<file path="src/hw/rv_isa_pkg.sv">
`default_nettype none

package rv_isa_pkg;

    localparam int xlen     = 64;   // one machine word
    localparam int alu_op_w = 5;

    typedef enum logic [alu_op_w-1:0] {
        op_add,
        op_sub,
        op_and,
        op_or,
        op_xor,
        op_sll,
        op_srl,
        op_sra,
        op_slt,
        op_sltu,
        op_mul,
        op_beq,
        op_bne,
        op_blt,
        op_bge,
        op_bltu,
        op_bgeu,
        op_divu,
        op_remu,
        op_div,
        op_rem
    } alu_op_e;

    // operations handled by the iterative divider
    function automatic logic is_div_op(alu_op_e op);
        return (op == op_divu) || (op == op_remu) || (op == op_div) || (op == op_rem);
    endfunction

    function automatic logic is_rem_op(alu_op_e op);
        return (op == op_remu) || (op == op_rem);
    endfunction

    function automatic logic is_signed_div(alu_op_e op);
        return (op == op_div) || (op == op_rem);
    endfunction

endpackage

`default_nettype wire

</file>
<file path="src/hw/exu_cfg_pkg.sv">
`default_nettype none

package exu_cfg_pkg;

    import rv_isa_pkg::*;

    localparam int issue_depth = 4;   // also the upstream credit count
    localparam int res_depth   = 4;
    localparam int out_credits = 2;
    localparam int tag_w       = 4;

    typedef struct packed {
        alu_op_e          op;
        logic             word;   // low 32 bits, sign-extended result
        logic [xlen-1:0]  src1;
        logic [xlen-1:0]  src2;
        logic [tag_w-1:0] tag;
    } op_entry_t;

    typedef struct packed {
        logic [xlen-1:0]  result;
        logic             cond;   // branch outcome
        logic [tag_w-1:0] tag;
    } res_entry_t;

endpackage

`default_nettype wire

</file>
<file path="src/hw/credit_fifo.sv">
`timescale 1ns/1ps
`default_nettype none

module credit_fifo #(
    parameter type payload_t = logic,
    parameter int  depth     = 4
) (
    input  wire                             clk,
    input  wire                             rst_n,
    input  wire                             push,
    input  wire payload_t                   push_data,
    input  wire                             pop,
    output payload_t                        pop_data,
    output logic                            empty,
    output logic                            full,
    output logic [$clog2(depth+1)-1:0]      count
);

    localparam int aw = (depth > 1) ? $clog2(depth) : 1;

    payload_t mem [depth];
    logic [aw-1:0] wr_ptr;
    logic [aw-1:0] rd_ptr;

    function automatic logic [aw-1:0] ptr_next(logic [aw-1:0] ptr);
        return (ptr == aw'(depth - 1)) ? '0 : ptr + 1'b1;
    endfunction

    assign empty    = (count == '0);
    assign full     = (count == ($clog2(depth+1))'(depth));
    assign pop_data = mem[rd_ptr];   // head visible without read delay

    always_ff @(posedge clk) begin
        if (!rst_n) begin
            wr_ptr <= '0;
            rd_ptr <= '0;
            count  <= '0;
        end else begin
            if (push) begin
                wr_ptr <= ptr_next(wr_ptr);
            end
            if (pop) begin
                rd_ptr <= ptr_next(rd_ptr);
            end
            if (push && !pop) begin
                count <= count + 1'b1;
            end else if (pop && !push) begin
                count <= count - 1'b1;
            end
        end
    end

    always_ff @(posedge clk) begin
        if (push) begin
            mem[wr_ptr] <= push_data;
        end
    end

    a_no_overflow: assert property (@(posedge clk) disable iff (!rst_n) !(push && full))
        else $error("credit_fifo: push while full");
    a_no_underflow: assert property (@(posedge clk) disable iff (!rst_n) !(pop && empty))
        else $error("credit_fifo: pop while empty");

endmodule

`default_nettype wire

</file>
<file path="src/hw/exu_issue.sv">
`timescale 1ns/1ps
`default_nettype none

module exu_issue
    import rv_isa_pkg::*;
    import exu_cfg_pkg::*;
(
    input  wire                   clk,
    input  wire                   rst_n,
    input  wire                   in_valid,
    input  wire alu_op_e          in_op,
    input  wire                   in_word,
    input  wire [xlen-1:0]        in_src1,
    input  wire [xlen-1:0]        in_src2,
    input  wire [tag_w-1:0]       in_tag,
    input  wire                   wb_ready,
    input  wire                   div_busy,
    output logic                  in_credit,
    output logic                  alu_start,
    output logic                  div_start,
    output alu_op_e               iss_op,
    output logic                  iss_word,
    output logic [xlen-1:0]       iss_src1,
    output logic [xlen-1:0]       iss_src2,
    output logic [tag_w-1:0]      iss_tag
);

    op_entry_t q_in;
    op_entry_t q_head;
    logic      q_empty;
    logic      dispatch;

    assign q_in = '{op: in_op, word: in_word, src1: in_src1, src2: in_src2, tag: in_tag};

    credit_fifo #(
        .payload_t (op_entry_t),
        .depth     (issue_depth)
    ) op_q (
        .clk       (clk),
        .rst_n     (rst_n),
        .push      (in_valid),
        .push_data (q_in),
        .pop       (dispatch),
        .pop_data  (q_head),
        .empty     (q_empty),
        .full      (),
        .count     ()
    );

    // div_start covers the cycle before div_busy rises
    assign dispatch = !q_empty && wb_ready && !div_busy && !div_start;

    always_ff @(posedge clk) begin
        if (!rst_n) begin
            alu_start <= 1'b0;
            div_start <= 1'b0;
            in_credit <= 1'b0;
        end else begin
            alu_start <= dispatch && !is_div_op(q_head.op);
            div_start <= dispatch && is_div_op(q_head.op);
            in_credit <= dispatch;   // one credit per entry leaving
        end
    end

    always_ff @(posedge clk) begin
        if (dispatch) begin
            iss_op   <= q_head.op;
            iss_word <= q_head.word;
            iss_src1 <= q_head.src1;
            iss_src2 <= q_head.src2;
            iss_tag  <= q_head.tag;
        end
    end

    // no issue while a divide runs
    a_hold_busy: assert property (@(posedge clk) disable iff (!rst_n)
        div_busy |-> !(alu_start || div_start))
        else $error("exu_issue: operation started while the divider was busy");

endmodule

`default_nettype wire

</file>
<file path="config.mk">
export PLATFORM = sky130hd
export DESIGN_NAME = exu_issue
export DESIGN_NICKNAME = d
export VERILOG_FILES = /design/src/hw/rv_isa_pkg.sv /design/src/hw/exu_cfg_pkg.sv /design/src/hw/credit_fifo.sv /design/src/hw/exu_issue.sv
export SDC_FILE = /design/constraint.sdc
export NUM_CORES = 1
export LEC_CHECK = 0
export ABC_CLOCK_PERIOD_IN_PS = 10420
export BUFFER_PORTS_ARGS = -buffer_cell sky130_fd_sc_hd__buf_2
export CAP_MARGIN = 20
export CELL_PAD_IN_SITES_DETAIL_PLACEMENT = 1
export CELL_PAD_IN_SITES_GLOBAL_PLACEMENT = 1
export CORE_MARGIN = 5
export CORE_UTILIZATION = 40
export DETAILED_ROUTE_END_ITERATION = 8
export GPL_ROUTABILITY_DRIVEN = 0
export GPL_TIMING_DRIVEN = 0
export PLACE_DENSITY_LB_ADDON = 0.1
export SLEW_MARGIN = 25
export SYNTH_ARGS = -nofsm -noshare
export SYNTH_HDL_FRONTEND = slang
export SYNTH_SLANG_ARGS = --single-unit
</file>
<file path="constraint.sdc">
create_clock -name clk -period 10.42 [get_ports clk]
set_input_delay 0.521 -clock clk [delete_from_list [all_inputs] [get_ports clk]]
set_output_delay 0.521 -clock clk [all_outputs]
set_load 0.01 [all_outputs]
</file>
======== Word-level counts from Yosys, hierarchy flattened ========
Memory sizes are Yosys's and may differ from the RTL's. A register that Yosys moved wholly into a read port is not among the register bits.
Cells that the tools add are included.
storage, ports and cells
  register bits ........................... 148
  memory bits (writable) .................. 552
  input bits .............................. 143
  output and inout port bits .............. 141
  memories kept ........................... 1
cells by class
  $add $sub $neg .......................... 4
  eq/ne operators ......................... 6
  multiplexer cells ....................... 8
  reductions and logical operators ........ 18
memories
  name      words  bits a word  read ports  clocked after memory_dff  wr ports  RTL line           RTL
  op_q.mem  4      138          1           1                         1         credit_fifo.sv:21  payload_t mem [depth];
operators by type and width
  cell                                                                count
  5-bit equality test, second input constant                          4
  2-bit 2-to-1 mux                                                    4
  1-bit logical AND                                                   7
  1-bit zero test                                                     6
  3-bit 2-to-1 mux                                                    2
  2-bit by 1-bit adder with 2-bit output, second input constant       2
  2-bit equality test, second input constant                          2
  3-bit by 1-bit adder with 3-bit output, second input constant       1
  3-bit zero test                                                     1
  1-bit logical OR                                                    3
  3-bit by 1-bit subtractor with 3-bit output, second input constant  1
  1-bit 2-to-1 mux                                                    2
  2-bit nonzero test                                                  1

======== Longest topological paths before layout ========
Gate-level depths: netlist of the first run.
  depth in word-level cells ............... 8
  depth in mapped cells ................... 8

======== Hierarchy ========
Synthesis of the first run repeated with hierarchy kept, for this count alone.
second synthesis, totals
  cells, all modules ...................... 916
  area total of the unflattened synthesis .. 24786.3 um^2
modules (own cells, without submodules)
  module       instances  cells an instance  area an instance (um^2)  sequential area each (um^2)
  credit_fifo  1          765                20485.9                  16756.1
  exu_issue    1          151                4300.4                   4204.0

======== Worst setup path before layout of the first run ========
Ideal clock, no wire load.
  kind .................................... reg2reg
  start point ............................. register op_q.wr_ptr[0]
  end point ............................... memory op_q.mem[3][0] (netlist name), enable pin
  arrival time ............................ 3.705 ns
  slack ................................... 6.202 ns
  cell stages (with the launch flop) ...... 3
  buffers on the path ..................... 0
  period minus slack after synthesis ...... 4.218 ns
  cell sequence ........................... dfxtp_1 -> ha_1 -> and2_1
RTL lines
  what                    RTL line           RTL
  from (decl)             credit_fifo.sv:22  logic [aw-1:0] wr_ptr;
  from (signal assigned)  credit_fifo.sv:40  wr_ptr <= ptr_next(wr_ptr);
  to (decl)               credit_fifo.sv:21
Straight into the memory's write port.

==> metrics.md, run 1 <==
| Metric | Value |
|---|---|
| Status | `finished, final reports clean` |
| LEAKAGE | `slightly below 10 nW` |
| Pwr Density | `approximately 220 nW/um^2` |
| Final #Nets | `between 1000 and 1500` |
| WL per Instance | `~24 um` |
| Seq/Total Area, Yosys | `85.38%` |
| RSZ-0062 raised after global routing | `false` |
| FF-to-FF path depth | `4` |
| Avg Vias per Cell | `5.056` |
| Final hold vios | `0` |
| # rows | `90` |
| Gr ovfl total | `0` |
| Worst-Margin Slew | `~0.76 ns` |
| Post-DP HPWL | `approximately 32000 um` |
| Most common cell in the netlist | `edfxtp_1` |
| Core area | `roughly 60000 um^2` |
| Die height | `257.7 um` |
| Die width | `approximately 260 um` |
| EDFF count, synth | `roughly 700` |
| Cts hold-fix bufs | `0` |
| Yosys warns | `0` |
| Worst setup path endpoint | `iss_src1[17]` |
| Num CTS Buffers | `between 70 and 80` |
| Initial DRC count | `552` |
| Residual DRC | `0` |
| Total negative setup slack | `0 ns` |
| FF-to-FF setup slack | `between 7 and 8 ns` |
| Synth Area per Inst | `~27 um^2` |
| VDD IR-drop max | `0.1333 mV` |
| TritonCTS Sinks | `702` |
| Post-CTS Resized | `0` |
| Initial antenna violation count | `14` |
| Top Ports | `between 200 and 300` |
| Critical Path RT | `10.74 ns` |
| Max cap viols | `0` |
| Critical Path Fanout Max | `10` |
| Via Count | `roughly 11000` |
| Synth top area share | `a little over four fifths` |
| Gate Count Post-Synth | `~920` |
| Final setup violation count | `0` |
| HP Class | `input pin to register` |
| Syn Std Cell Area | `24550 um^2` |
| Share of power burned in registers | `between 50% and 60%` |
| 1st-pass router iterations | `4` |
| Global-route wire length before repair | `between 70000 and 80000 um` |
| Final core occ | `49.14%` |
| CTS root buffer | `clkbuf_16` |
| Largest net degree at the start of global routing | `65` |
| Internal power | `5.068 mW` |
| Initial core utilization | `between 40 and 50%` |
| Port Buffer Count | `approximately 280` |
| Asr flop ratio synth | `0%` |
| Die area | `66420 um^2` |
| Top post-synthesis cells by count | `690 x edfxtp_1, 137 x mux4_2, 15 x buf_2` |
| Share of cells above drive strength 1 | `about two fifths` |
| Max-Slew Margin vs Limit | `~50%` |
| Total track usage | `between 10% and 20%` |
| Top FF cell, synth | `edfxtp_1` |
| Final WL | `51880 um` |
| Area growth syn-to-layout | `21.27%` |
| H-tree depth | `3` |
| Clock buffer depth | `3` |
| Clock skew | `between 0.015 and 0.02 ns` |
| Area contributors post-synth | `edfxtp_1 84%, mux4_2 13%, dfxtp_1 0.98%` |
| Comb pwr share | `slightly above 8%` |
| Clock latency on the worst-skew pair | `approximately 0.60 ns` |
| Syn_nets | `about 1100` |
| CTS tree | `done` |
| Crit. End Element | `register` |
| Post-route ant nets | `0` |
| Fin crit period | `2.487 ns` |
| Switch share | `approximately a fifth` |
| Crit path DAT | `2.80 ns` |
| FMAX | `between 400 and 500 MHz` |
| Crit Path Category | `register to register` |
| Reg2reg end | `iss_src1[17]` |
| Yosys cell types | `28` |
| Psw | `~1.4 mW` |
| Worst-path clk slew | `roughly 0.060 ns` |
| #FFs+latches synth | `about 700` |
| Clock Power Share | `39.9%` |
| Postcts setup bufs | `0` |
| Period utilization | `a little under a quarter` |
| Slew Viols, Final | `0` |
| Startpoint Class | `register` |
| Vias in the first global route | `between 10000 and 15000` |
| Post-synth top area cell | `edfxtp_1` |
[registers in the layout (all words and copies together), names as in the netlist, named ones only]
| name | flops |
|---|---|
| op_q.mem | 552 |
| iss_src1 | 64 |
| iss_src2 | 64 |
| iss_op | 5 |
| iss_tag | 4 |
| op_q.count | 3 |
| op_q.rd_ptr | 2 |
| op_q.wr_ptr | 2 |
| alu_start | 1 |
| div_start | 1 |
| in_credit | 1 |
| iss_word | 1 |
[through the flow]
step / std cells / setup WS, ns / total power [mW] / instance area (um^2) / hold WS, ns
4_1_cts: 2134 / 7.780 / 6.549 / 29760 / 0.08522
3_3_place_gp: 1983 / 2.618 / 3.956 / 26940 / 0.4933
2_1_floorplan: 918 / 6.202 / 3.715 / 24550 / 0.4658
5_1_grt: 2135 / 7.720 / 6.715 / 29760 / 0.1024
6_report: 2138 / 7.933 / 6.434 / 29770 / 0.1332
3_5_place_dp: 2001 / 7.677 / 3.951 / 27380 / 0.4958
[critical path, stage by stage (launching register included)]
cell and delay (ns):
dfxtp_1 0.37, buf_2 0.38, buf_2 0.41, clkbuf_1 0.62
mux4_2 0.42
[power by group through the flow]
| stage | sequential [mW] | combinational (mW) | clock (mW) |
|---|---|---|---|
| after CTS | 3.34 | 0.550 | 2.66 |
| after floorplan | 3.44 | 0.272 | 0 |
| final | 3.34 | 0.527 | 2.57 |
| after detailed placement | 3.40 | 0.550 | 0 |
| after global placement | 3.44 | 0.512 | 0 |
| after global routing | 3.35 | 0.578 | 2.78 |
[cells by family (layout without fill, tap and decap cells)]
logic type	count (synthesis)	after routing	synth area share (%)
muxes	140	140	12.76
adders and majority gates	7	7	0.3874
and+or+nand+nor	21	21	0.5096
AOI/OAI and AO/OA	9	9	0.1886
buffers and inverters	37	471	0.7033
xor gates and xnor gates	2	2	0.07137
DFF	702	702	85.38
other	0	4	0
[layout make-up]
type,instances,area [um^2]
antenna,4,10.01
buffer,30,146.4
clock buffer,98,2101
clock inverter,35,277.8
fill,5406,30810
inverter,7,33.78
multi-input combinational,179,3426
sequential,702,20960
tap,782,978.4
timing repair buffer,301,1837
[cell usage in the layout, fill, tap and decap left out, drive strengths merged]
master    count
clkinvlp      1
nor3          1
inv           7
o21ai         4
mux2i         2
mux4        138
diode         4
a21oi         4
nor2          4
bufinv        5
nand2         1
and4b         1
or4           1
or3           3
or3b          1
dfxtp        12
edfxtp      690
xor2          2
clkinv       29
fa            1
and2          4
buf         323
clkbuf      106
nand3         2
ha            6
nor2b         1
nor3b         2
a31oi         1
[how the worst min path moves through the flow]
stage	startpoint	end	slack, ns	depth (start not counted)
2_1_floorplan	op_q.count[2]	op_q.count[2]	0.47	2
3_3_place_gp	op_q.count[2]	op_q.count[2]	0.49	2
3_5_place_dp	op_q.count[2]	op_q.count[2]	0.50	2
4_1_cts	in_src2[11]	op_q.mem[2][15]	0.09	1
5_1_grt	in_src1[59]	op_q.mem[2][127]	0.10	1
6_report	in_src2[11]	op_q.mem[2][15]	0.13	1
[routing by layer]
layer	part of all wire [%]	vias to the layer above	wire length (um)	GRT usage (%)
li1	-	4723	-	-
met1	41	5715	21020	19.52
met2	50	255	25950	25.98
met3	7.0	98	3624	5.657
met4	2.2	18	1160	4.212
met5	0.24	-	126	0
Note: power is estimated with default switching activity, not from simulation.
==> inputs of run 2 (changes only) <==
--- a/config.mk
+++ b/config.mk
@@ -5,7 +5,8 @@
 export SDC_FILE = /design/constraint.sdc
 export NUM_CORES = 1
 export LEC_CHECK = 0
-export ABC_CLOCK_PERIOD_IN_PS = 10420
+export ABC_AREA = 1
+export ABC_CLOCK_PERIOD_IN_PS = 2450
 export BUFFER_PORTS_ARGS = -buffer_cell sky130_fd_sc_hd__buf_2
 export CAP_MARGIN = 20
 export CELL_PAD_IN_SITES_DETAIL_PLACEMENT = 1
==> constraint.sdc (replaced) <==
create_clock -name clk -period 2.45 [get_ports clk]
set_input_delay 0.1225 -clock clk [delete_from_list [all_inputs] [get_ports clk]]
set_output_delay 0.1225 -clock clk [all_outputs]
set_load 0.01 [all_outputs]
==> run 2 against run 1 <==
Maximum frequency up 7.6%. Final cell count increased by 40%. Register-to-register slack worse by 7.8 ns. Final area is 8.0% higher. Synthesized area rose by 2.0%. Count of clock-buffer cells in the layout shrank 1. Total power rose to 4.4 times the previous value. Critical path type unchanged. Critical endpoint is now iss_src1[40]. Highest routed layer unchanged.
==> metrics.md, run 2 <==
| Metric | Value |
|---|---|
| Status | `finished, final reports clean` |
| Post-DP HPWL | `43090 um (+35%)` |
| Initial DRC count | `960 (+74%)` |
| Initial antenna violation count | `12 (-2)` |
| Clock buffer depth | `3 (unchanged)` |
| Final hold vios | `0 (unchanged)` |
| Num CTS Buffers | `76 (+1.3%)` |
| Syn_nets | `1705 (+60%)` |
| Post-Synth Simple-Gate Area | `4.874% (+4.4 points)` |
| Most common cell after layout, fill and taps aside | `edfxtp_1` |
| Synth Area in Compound Gates | `9.038% (+8.8 points)` |
| Post-route ant nets | `0 (unchanged)` |
| Top Ports | `284 (unchanged)` |
| CTS tree | `done` |
| WL per Instance | `22.76 um (-6.2%)` |
| Crit Path Category | `register to register` |
| Clock Power Share | `40.2% (+0.3 points)` |
| Max-Slew Margin vs Limit | `36.61% (-13 points)` |
| Vias in the first global route | `16463 (+36%)` |
| Most common cell in the netlist | `edfxtp_1` |
| Seq/Total Area, Yosys | `83.74% (-1.6 points)` |
| Largest Register | `op_q.mem` |
| CTS root buffer | `clkbuf_16` |
| Reg2reg end | `iss_src1[40]` |
| TritonCTS Sinks | `702 (unchanged)` |
| Clock latency on the worst-skew pair | `0.61 ns (about the same)` |
| Core area | `61830 um^2 (+2.1%)` |
| Final WL | `68160 um (+31%)` |
| FF/Latch Area | `20970 um^2 (about the same)` |
| Most frequent cells in the layout | `690 x edfxtp_1, 312 x buf_2, 276 x nor2_1, 274 x o21ai_0, 140 x dlygate4sd3_1` |
| CP delay by family, top | `buffers and inverters` |
| Gr ovfl total | `0 (unchanged)` |
| Switch share | `23.36% (+2.1 points)` |
| Synth Area in Adders | `0.3799% (-0.0075 points)` |
| Final setup violation count | `0 (unchanged)` |
| Main combinational cell family by area after synthesis | `compound AO/OA/AOI/OAI gates` |
| Slew Viols, Final | `0 (unchanged)` |
| Top FF cell, synth | `edfxtp_1` |
| Yosys cell types | `22 (-21%)` |
| Synth top area share | `82.78% (-1.6 points)` |
| WP buf/inv | `3 (unchanged)` |
| Max FFs per register | `552 (unchanged)` |
| #FFs+latches synth | `702 (unchanged)` |
| Max cap viols | `0 (unchanged)` |
| Critical Path Fanout Max | `10 (unchanged)` |
| Area growth syn-to-layout | `28.43%` |
| EDFF count, synth | `690 (unchanged)` |
| Share of cells above drive strength 1 | `22.69% (-19 points)` |
| Crit path DAT | `2.74 ns (-0.06 ns)` |
| Die width | `260.2 um (+0.94%)` |
| Final #Nets | `2239 (+55%)` |
| Post-synth top area cell | `edfxtp_1` |
| Internal power | `21.70 mW (+330%)` |
| Period utilization | `94.32% (+70 points)` |
| Slowest stage delay, CP | `0.66 ns (+0.04 ns)` |
| Largest regs | `op_q.mem (552), iss_src1 (64), iss_src2 (64)` |
| Area of the multi-input gates | `3597 um^2 (+5.0%)` |
| Total track usage | `19.80% (+4.2 points)` |
| Final Instance Area | `32150 um^2 (+8.0%)` |
| Residual DRC | `0 (unchanged)` |
| Critical Path RT | `2.88 ns (-7.86 ns)` |
| Yosys warns | `0 (unchanged)` |
| FF-to-FF setup slack | `0.14 ns (-7.79 ns)` |
| Pwr Density | `881.0 nW/um^2 (+310%)` |
| Die area | `67680 um^2 (+1.9%)` |
| H-tree depth | `3 (unchanged)` |
| Total negative setup slack | `0 ns (unchanged)` |
| Xor and xnor area share after synthesis | `0% (-0.071 points)` |
| Synth Area per Inst | `16.10 um^2 (-40%)` |
| Psw | `6.616 mW (+380%)` |
| Number of fill cells | `5999 (+11%)` |
| Top post-synthesis cells by count | `690 x edfxtp_1, 276 x nor2_1, 274 x o21ai_0` |
| VDD IR-drop max | `0.7945 mV (+500%)` |
| Asr flop ratio synth | `0% (unchanged)` |
| Worst-Margin Slew | `0.9508 ns (+0.1876 ns)` |
| Hold path depth | `5 (+4)` |
| Syn Std Cell Area | `25030 um^2 (+2.0%)` |
| FMAX | `432.7 MHz (+7.6%)` |
| Hold Startpoint | `div_busy` |
| Via Count | `15259 (+41%)` |
| Multiplexer share of the synthesized area | `0% (-13 points)` |
| Initial core utilization | `40.49% (about the same)` |
| Placed Area | `28230 um^2 (+3.1%)` |
| Worst path cell trace | `buf_6, buf_2, buf_2, o21ai_0, o22ai_1` |
| HP Class | `input pin to register` |
| Gate Count Post-Synth | `1555 (+69%)` |
| Avg Vias per Cell | `5.097 (+0.81%)` |
| Comb pwr share | `9.8% (+1.6 points)` |
| Area contributors post-synth | `edfxtp_1 83%, o21ai_0 5.5%, nor2_1 4.1%` |
| LEAKAGE | `11.24 nW (+14%)` |
| 1st-pass router iterations | `6 (+2)` |
| Port Buffer Count | `283 (unchanged)` |
| Fin crit period | `2.311 ns (-0.1758 ns)` |
| Clock skew | `0.01411 ns (-0.002410 ns)` |
| Global-route wire length before repair | `101400 um (+30%)` |
| Share of power burned in registers | `50.1% (-1.8 points)` |
| # rows | `91 (+1.1%)` |
| Critical Path Most Common Cell | `buf_2` |
| Final core occ | `51.99% (+2.9 points)` |
| FF-to-FF path depth | `5 (+1)` |
| Worst-path clk slew | `0.06 ns (about the same)` |
| Largest net degree at the start of global routing | `27 (-58%)` |
| Die height | `260.2 um (+0.94%)` |
| Crit. End Element | `register` |
| Startpoint Class | `register` |
| Critical-path top delay cell | `dfxtp_1` |
run 2: cell count changes in the layout (fill, tap and decap cells not counted), moves of 9 or more:
cell,delta
buf_12,+15
buf_2,+14
clkbuf_1,+39
clkinvlp_4,+9
dlygate4sd3_1,+140
mux4_2,-137
nand2_1,+27
nor2_1,+272
o21ai_0,+270
o22ai_1,+133
run 2: area by class of cell:
class                           instances  area share [%]
Tap cell                              837           3.258
Antenna cell                            6         0.04671
Multi-Input combinational cell        743           11.19
Inverter                               20          0.2997
Buffer                                 90           1.308
Clock buffer                           97           6.453
Sequential cell                       702           65.22
Clock inverter                         43           1.281
Timing Repair Buffer                  456           10.95
run 2: cells by family after synthesis:
kind of cell	Yosys count
buf+inv	110
fa+ha+maj	7
compound gates	416
simple gates	320
flops	702
run 2: worst reg2reg max path, cell delays in order, from the launching register on:
cell and delay (ns):
dfxtp_1 0.66, buf_6 0.29, buf_2 0.45, buf_2 0.34
o21ai_0 0.14, o22ai_1 0.24
run 2: what timing repair did:
item | in CTS | in global routing
buffers inserted | 1 | 0
gates cloned | 0 | 0
endpoints found under the setup margin | 9 | 9
hold buffers | 140 | 0
endpoints found under the hold margin | 564 | 0
gates resized for setup | 0 | 9
pin swaps | 0 | 0
run 2: metrics by stage:
step                      hold WS, ns  std cells  worst slack (ns)  total power, mW
final                         0.09376       2994            0.1391            28.32
after global routing           0.1076       2993       -0.00005440            29.44
after CTS                     0.07055       2988           0.04572            28.69
after detailed placement       0.3396       2707           0.01205            17.04
after global placement         0.3335       2675            -2.867            16.89
after floorplan                0.2214       1555           -0.5888            15.71
run 2: how the worst max path moves through the flow:
stage	end	depth (start not counted)
2_1_floorplan	op_q.mem[0][0]	4
3_3_place_gp	op_q.mem[0][56]	4
3_5_place_dp	iss_src2[54]	6
4_1_cts	iss_src1[21]	6
5_1_grt	iss_src2[46]	6
6_report	iss_src1[40]	5
run 2: power by group through the flow:
stage                     clock [mW]  sequential [mW]  combinational [mW]
after floorplan                    0             14.5                1.18
after global placement             0             14.5                2.36
after detailed placement           0             14.4                2.61
after CTS                       11.7             14.2                2.83
after global routing            12.2             14.2                3.04
final                           11.4             14.2                2.77
run 2: per-layer routing:
metal,wire length (um),up-vias,track usage (%)
met2,35150,330,35.16
li1,-,6996,-
met3,3239,109,4.252
met4,1526,10,5.327
met1,28180,7814,24.72
met5,68,-,0
==> inputs of run 3 (changes only) <==
--- a/config.mk
+++ b/config.mk
@@ -20,4 +20,5 @@
 export SLEW_MARGIN = 25
 export SYNTH_ARGS = -nofsm -noshare
 export SYNTH_HDL_FRONTEND = slang
+export SYNTH_HIERARCHICAL = 1
 export SYNTH_SLANG_ARGS = --single-unit
==> run 3 against run 2 <==
Routed wire length rose by 0.12%. Sequential share of layout area rose by 0.17 points. Worst hold slack improved by 0.16 ns. Register-to-register slack improved by 0.09 ns. First-iteration DRC count fell by 23%.
==> metrics.md, run 3 <==
| Metric | Value |
|---|---|
| Total track usage | `19.83% (+0.026 points)` |
| H-tree depth | `3 (unchanged)` |
| Most common cell after layout, fill and taps aside | `edfxtp_1` |
| Port Buffer Count | `283 (unchanged)` |
| Gate Count Post-Synth | `1551 (-0.26%)` |
| Hold Startpoint | `wb_ready` |
| FF-to-FF path depth | `10 (+5)` |
| # rows | `91 (unchanged)` |
| Crit Path Category | `register to register` |
| RSZ-0062 raised after global routing | `false` |
| 1st-pass router iterations | `4 (-2)` |
| Final Instance Area | `32060 um^2 (-0.27%)` |
| Period utilization | `90.67% (-3.6 points)` |
| Post-DP HPWL | `42120 um (-2.3%)` |
| FMAX | `450.1 MHz (+4.0%)` |
| Syn Std Cell Area | `25120 um^2 (+0.34%)` |
| FF-to-FF setup slack | `0.23 ns (+0.09 ns)` |
| Global-route wire length before repair | `101400 um (about the same)` |
| Critical Path RT | `2.93 ns (+0.05 ns)` |
| Hold EP | `iss_src2[17]` |
| Syn_nets | `1701 (-0.23%)` |
| Final core occ | `51.76% (-0.24 points)` |
| Post-route ant nets | `0 (unchanged)` |
| Num CTS Buffers | `77 (+1.3%)` |
| Start of the worst register-to-register path | `op_q/count[0]` |
| Worst-path clk slew | `0.06 ns (about the same)` |
| Clock skew | `0.009517 ns (-0.004589 ns)` |
| Final #Nets | `2235 (-0.18%)` |
| Share of cells above drive strength 1 | `22.78% (+0.095 points)` |
| Initial DRC count | `742 (-23%)` |
| Startpoint Class | `register` |
| Synth Area per Inst | `16.19 um^2 (+0.60%)` |
| Hold path depth | `5 (unchanged)` |
| Largest net degree at the start of global routing | `72 (+170%)` |
| Min setup slack post-route | `0.2285 ns (+0.08940 ns)` |
| Placed Area | `28250 um^2 (about the same)` |
| Psw | `6.777 mW (+2.4%)` |
| Worst slack at placement | `-0.3341 ns (-0.3461 ns)` |
| LEAKAGE | `11.20 nW (-0.33%)` |
| Max-Slew Margin vs Limit | `41.61% (+5.0 points)` |
| TritonCTS Sinks | `702 (unchanged)` |
| WL per Instance | `22.87 um (+0.45%)` |
| Final hold vios | `0 (unchanged)` |
| Clock buffer depth | `3 (unchanged)` |
| Final WL | `68240 um (+0.12%)` |
| Clock Power Share | `38.2% (-2.0 points)` |
| Yosys warns | `6 (+6)` |
| Comb pwr share | `11.3% (+1.5 points)` |
| Largest regs | `op_q/mem (552), iss_src1 (64), iss_src2 (64)` |
| Slew Viols, Final | `0 (unchanged)` |
| Max FFs per register | `552 (unchanged)` |
| Pwr Density | `880.4 nW/um^2 (about the same)` |
| Avg Vias per Cell | `5.055 (-0.82%)` |
| CTS tree | `done` |
| Critical Path Fanout Max | `71 (+61)` |
| Core area | `61940 um^2 (+0.18%)` |
| Top Ports | `284 (unchanged)` |
| Clock latency on the worst-skew pair | `0.60 ns (about the same)` |
| Via Count | `15083 (-1.2%)` |
| Switch share | `24.01% (+0.65 points)` |
| Status | `finished, final reports clean` |
| Postcts setup bufs | `0 (-1)` |
| Residual DRC | `0 (unchanged)` |
| Crit path DAT | `2.71 ns (-0.03 ns)` |
| Area growth syn-to-layout | `27.64%` |
| HP Class | `input pin to register` |
| Die area | `67900 um^2 (+0.33%)` |
| Internal power | `21.45 mW (-1.2%)` |
| Non-Filler Instances | `2984 (-0.33%)` |
| Die width | `260.6 um (+0.17%)` |
| CTS root buffer | `clkbuf_16` |
| Share of power burned in registers | `50.5% (+0.4 points)` |
| Worst-Margin Slew | `0.8758 ns (-0.07503 ns)` |
| Crit. End Element | `register` |
| Fin crit period | `2.222 ns (-0.08940 ns)` |
| Dpl cells | `2699 (-0.30%)` |
| Initial core utilization | `40.55% (+0.065 points)` |
| Total power | `28.22 mW (-0.34%)` |
| Initial antenna violation count | `8 (-4)` |
| Most frequent cells in the layout | `690 x edfxtp_1, 312 x buf_2, 286 x nor2_1, 175 x o21ai_0, 142 x dlygate4sd3_1` |
| Final setup violation count | `0 (unchanged)` |
| Largest Register | `op_q/mem` |
| VDD IR-drop max | `0.5220 mV (-34%)` |
| Die height | `260.6 um (+0.17%)` |
| Vias in the first global route | `16481 (+0.11%)` |
| Reg2reg end | `op_q/count[1]` |
| Gr ovfl total | `0 (unchanged)` |
| Max cap viols | `0 (unchanged)` |
==> run 3: worst max-delay path, stage by stage (launching register included) <==
cell	delay, ns
dfxtp_1	0.41
nor3_2	0.08
nor2_2	0.15
nand2_4	0.15
inv_16	0.27
inv_2	0.10
ha_1	0.21
inv_1	0.08
fa_1	0.41
o21ai_0	0.16
nor2_1	0.05
==> run 3: worst max path at each step <==
| stage | startpoint | end | slack [ns] | cells after the start |
|---|---|---|---|---|
| 2_1_floorplan | op_q/wr_ptr[0] | op_q/mem[0][0] | -0.60 | 4 |
| 3_3_place_gp | op_q/wr_ptr[0] | op_q/mem[3][83] | -2.94 | 3 |
| 3_5_place_dp | op_q/count[0] | op_q/count[1] | -0.33 | 10 |
| 4_1_cts | op_q/wr_ptr[1] | op_q/mem[1][84] | 0.02 | 8 |
| 5_1_grt | op_q/count[0] | op_q/count[2] | 0.08 | 13 |
| 6_report | op_q/count[0] | op_q/count[1] | 0.23 | 10 |
==> run 3: through the flow <==
stage | hold slack, ns | TNS, ns
floorplan | 0.2214 | -329.82
global placement | 0.3345 | -1554.02
detailed placement | 0.3381 | -0.5470
CTS | 0.2356 | 0
global route | 0.2463 | 0
finish | 0.2553 | 0
==> run 3: routing by layer <==
layer  global-route usage, %  wire length, um  vias up
li1                        -                -     6988
met1                   25.32            28680     7667
met2                   34.43            34440      322
met3                   4.799             3745      100
met4                   4.770             1341        6
met5                       0               38        -
==> run 3: layout make-up <==
| type | instances | area (um^2) |
|---|---|---|
| clock inverter | 34 | 203.9 |
| tap | 837 | 1047 |
| timing repair inverter | 2 | 13.76 |
| clock buffer | 102 | 2136 |
| fill | 6048 | 29880 |
| sequential | 702 | 20960 |
| multi-input combinational | 737 | 3598 |
| antenna | 5 | 12.51 |
| inverter | 22 | 116.4 |
| buffer | 90 | 500.5 |
| timing repair buffer | 453 | 3466 |
==> run 3: repair_timing <==
item,4_1_cts,5_1_grt
gates cloned,1,1
hold buffers,142,0
hold endpoints to repair,564,0
resized for setup,3,4
endpoints found under the setup margin,2,36
==> run 3: power groups by stage <==
stage | sequential, mW | combinational, mW | clock, mW
after floorplan | 14.6 | 1.44 | 0
after global routing | 14.3 | 3.50 | 11.7
after global placement | 14.6 | 2.83 | 0
after detailed placement | 14.5 | 3.01 | 0
after CTS | 14.3 | 3.25 | 11.1
final | 14.3 | 3.19 | 10.8
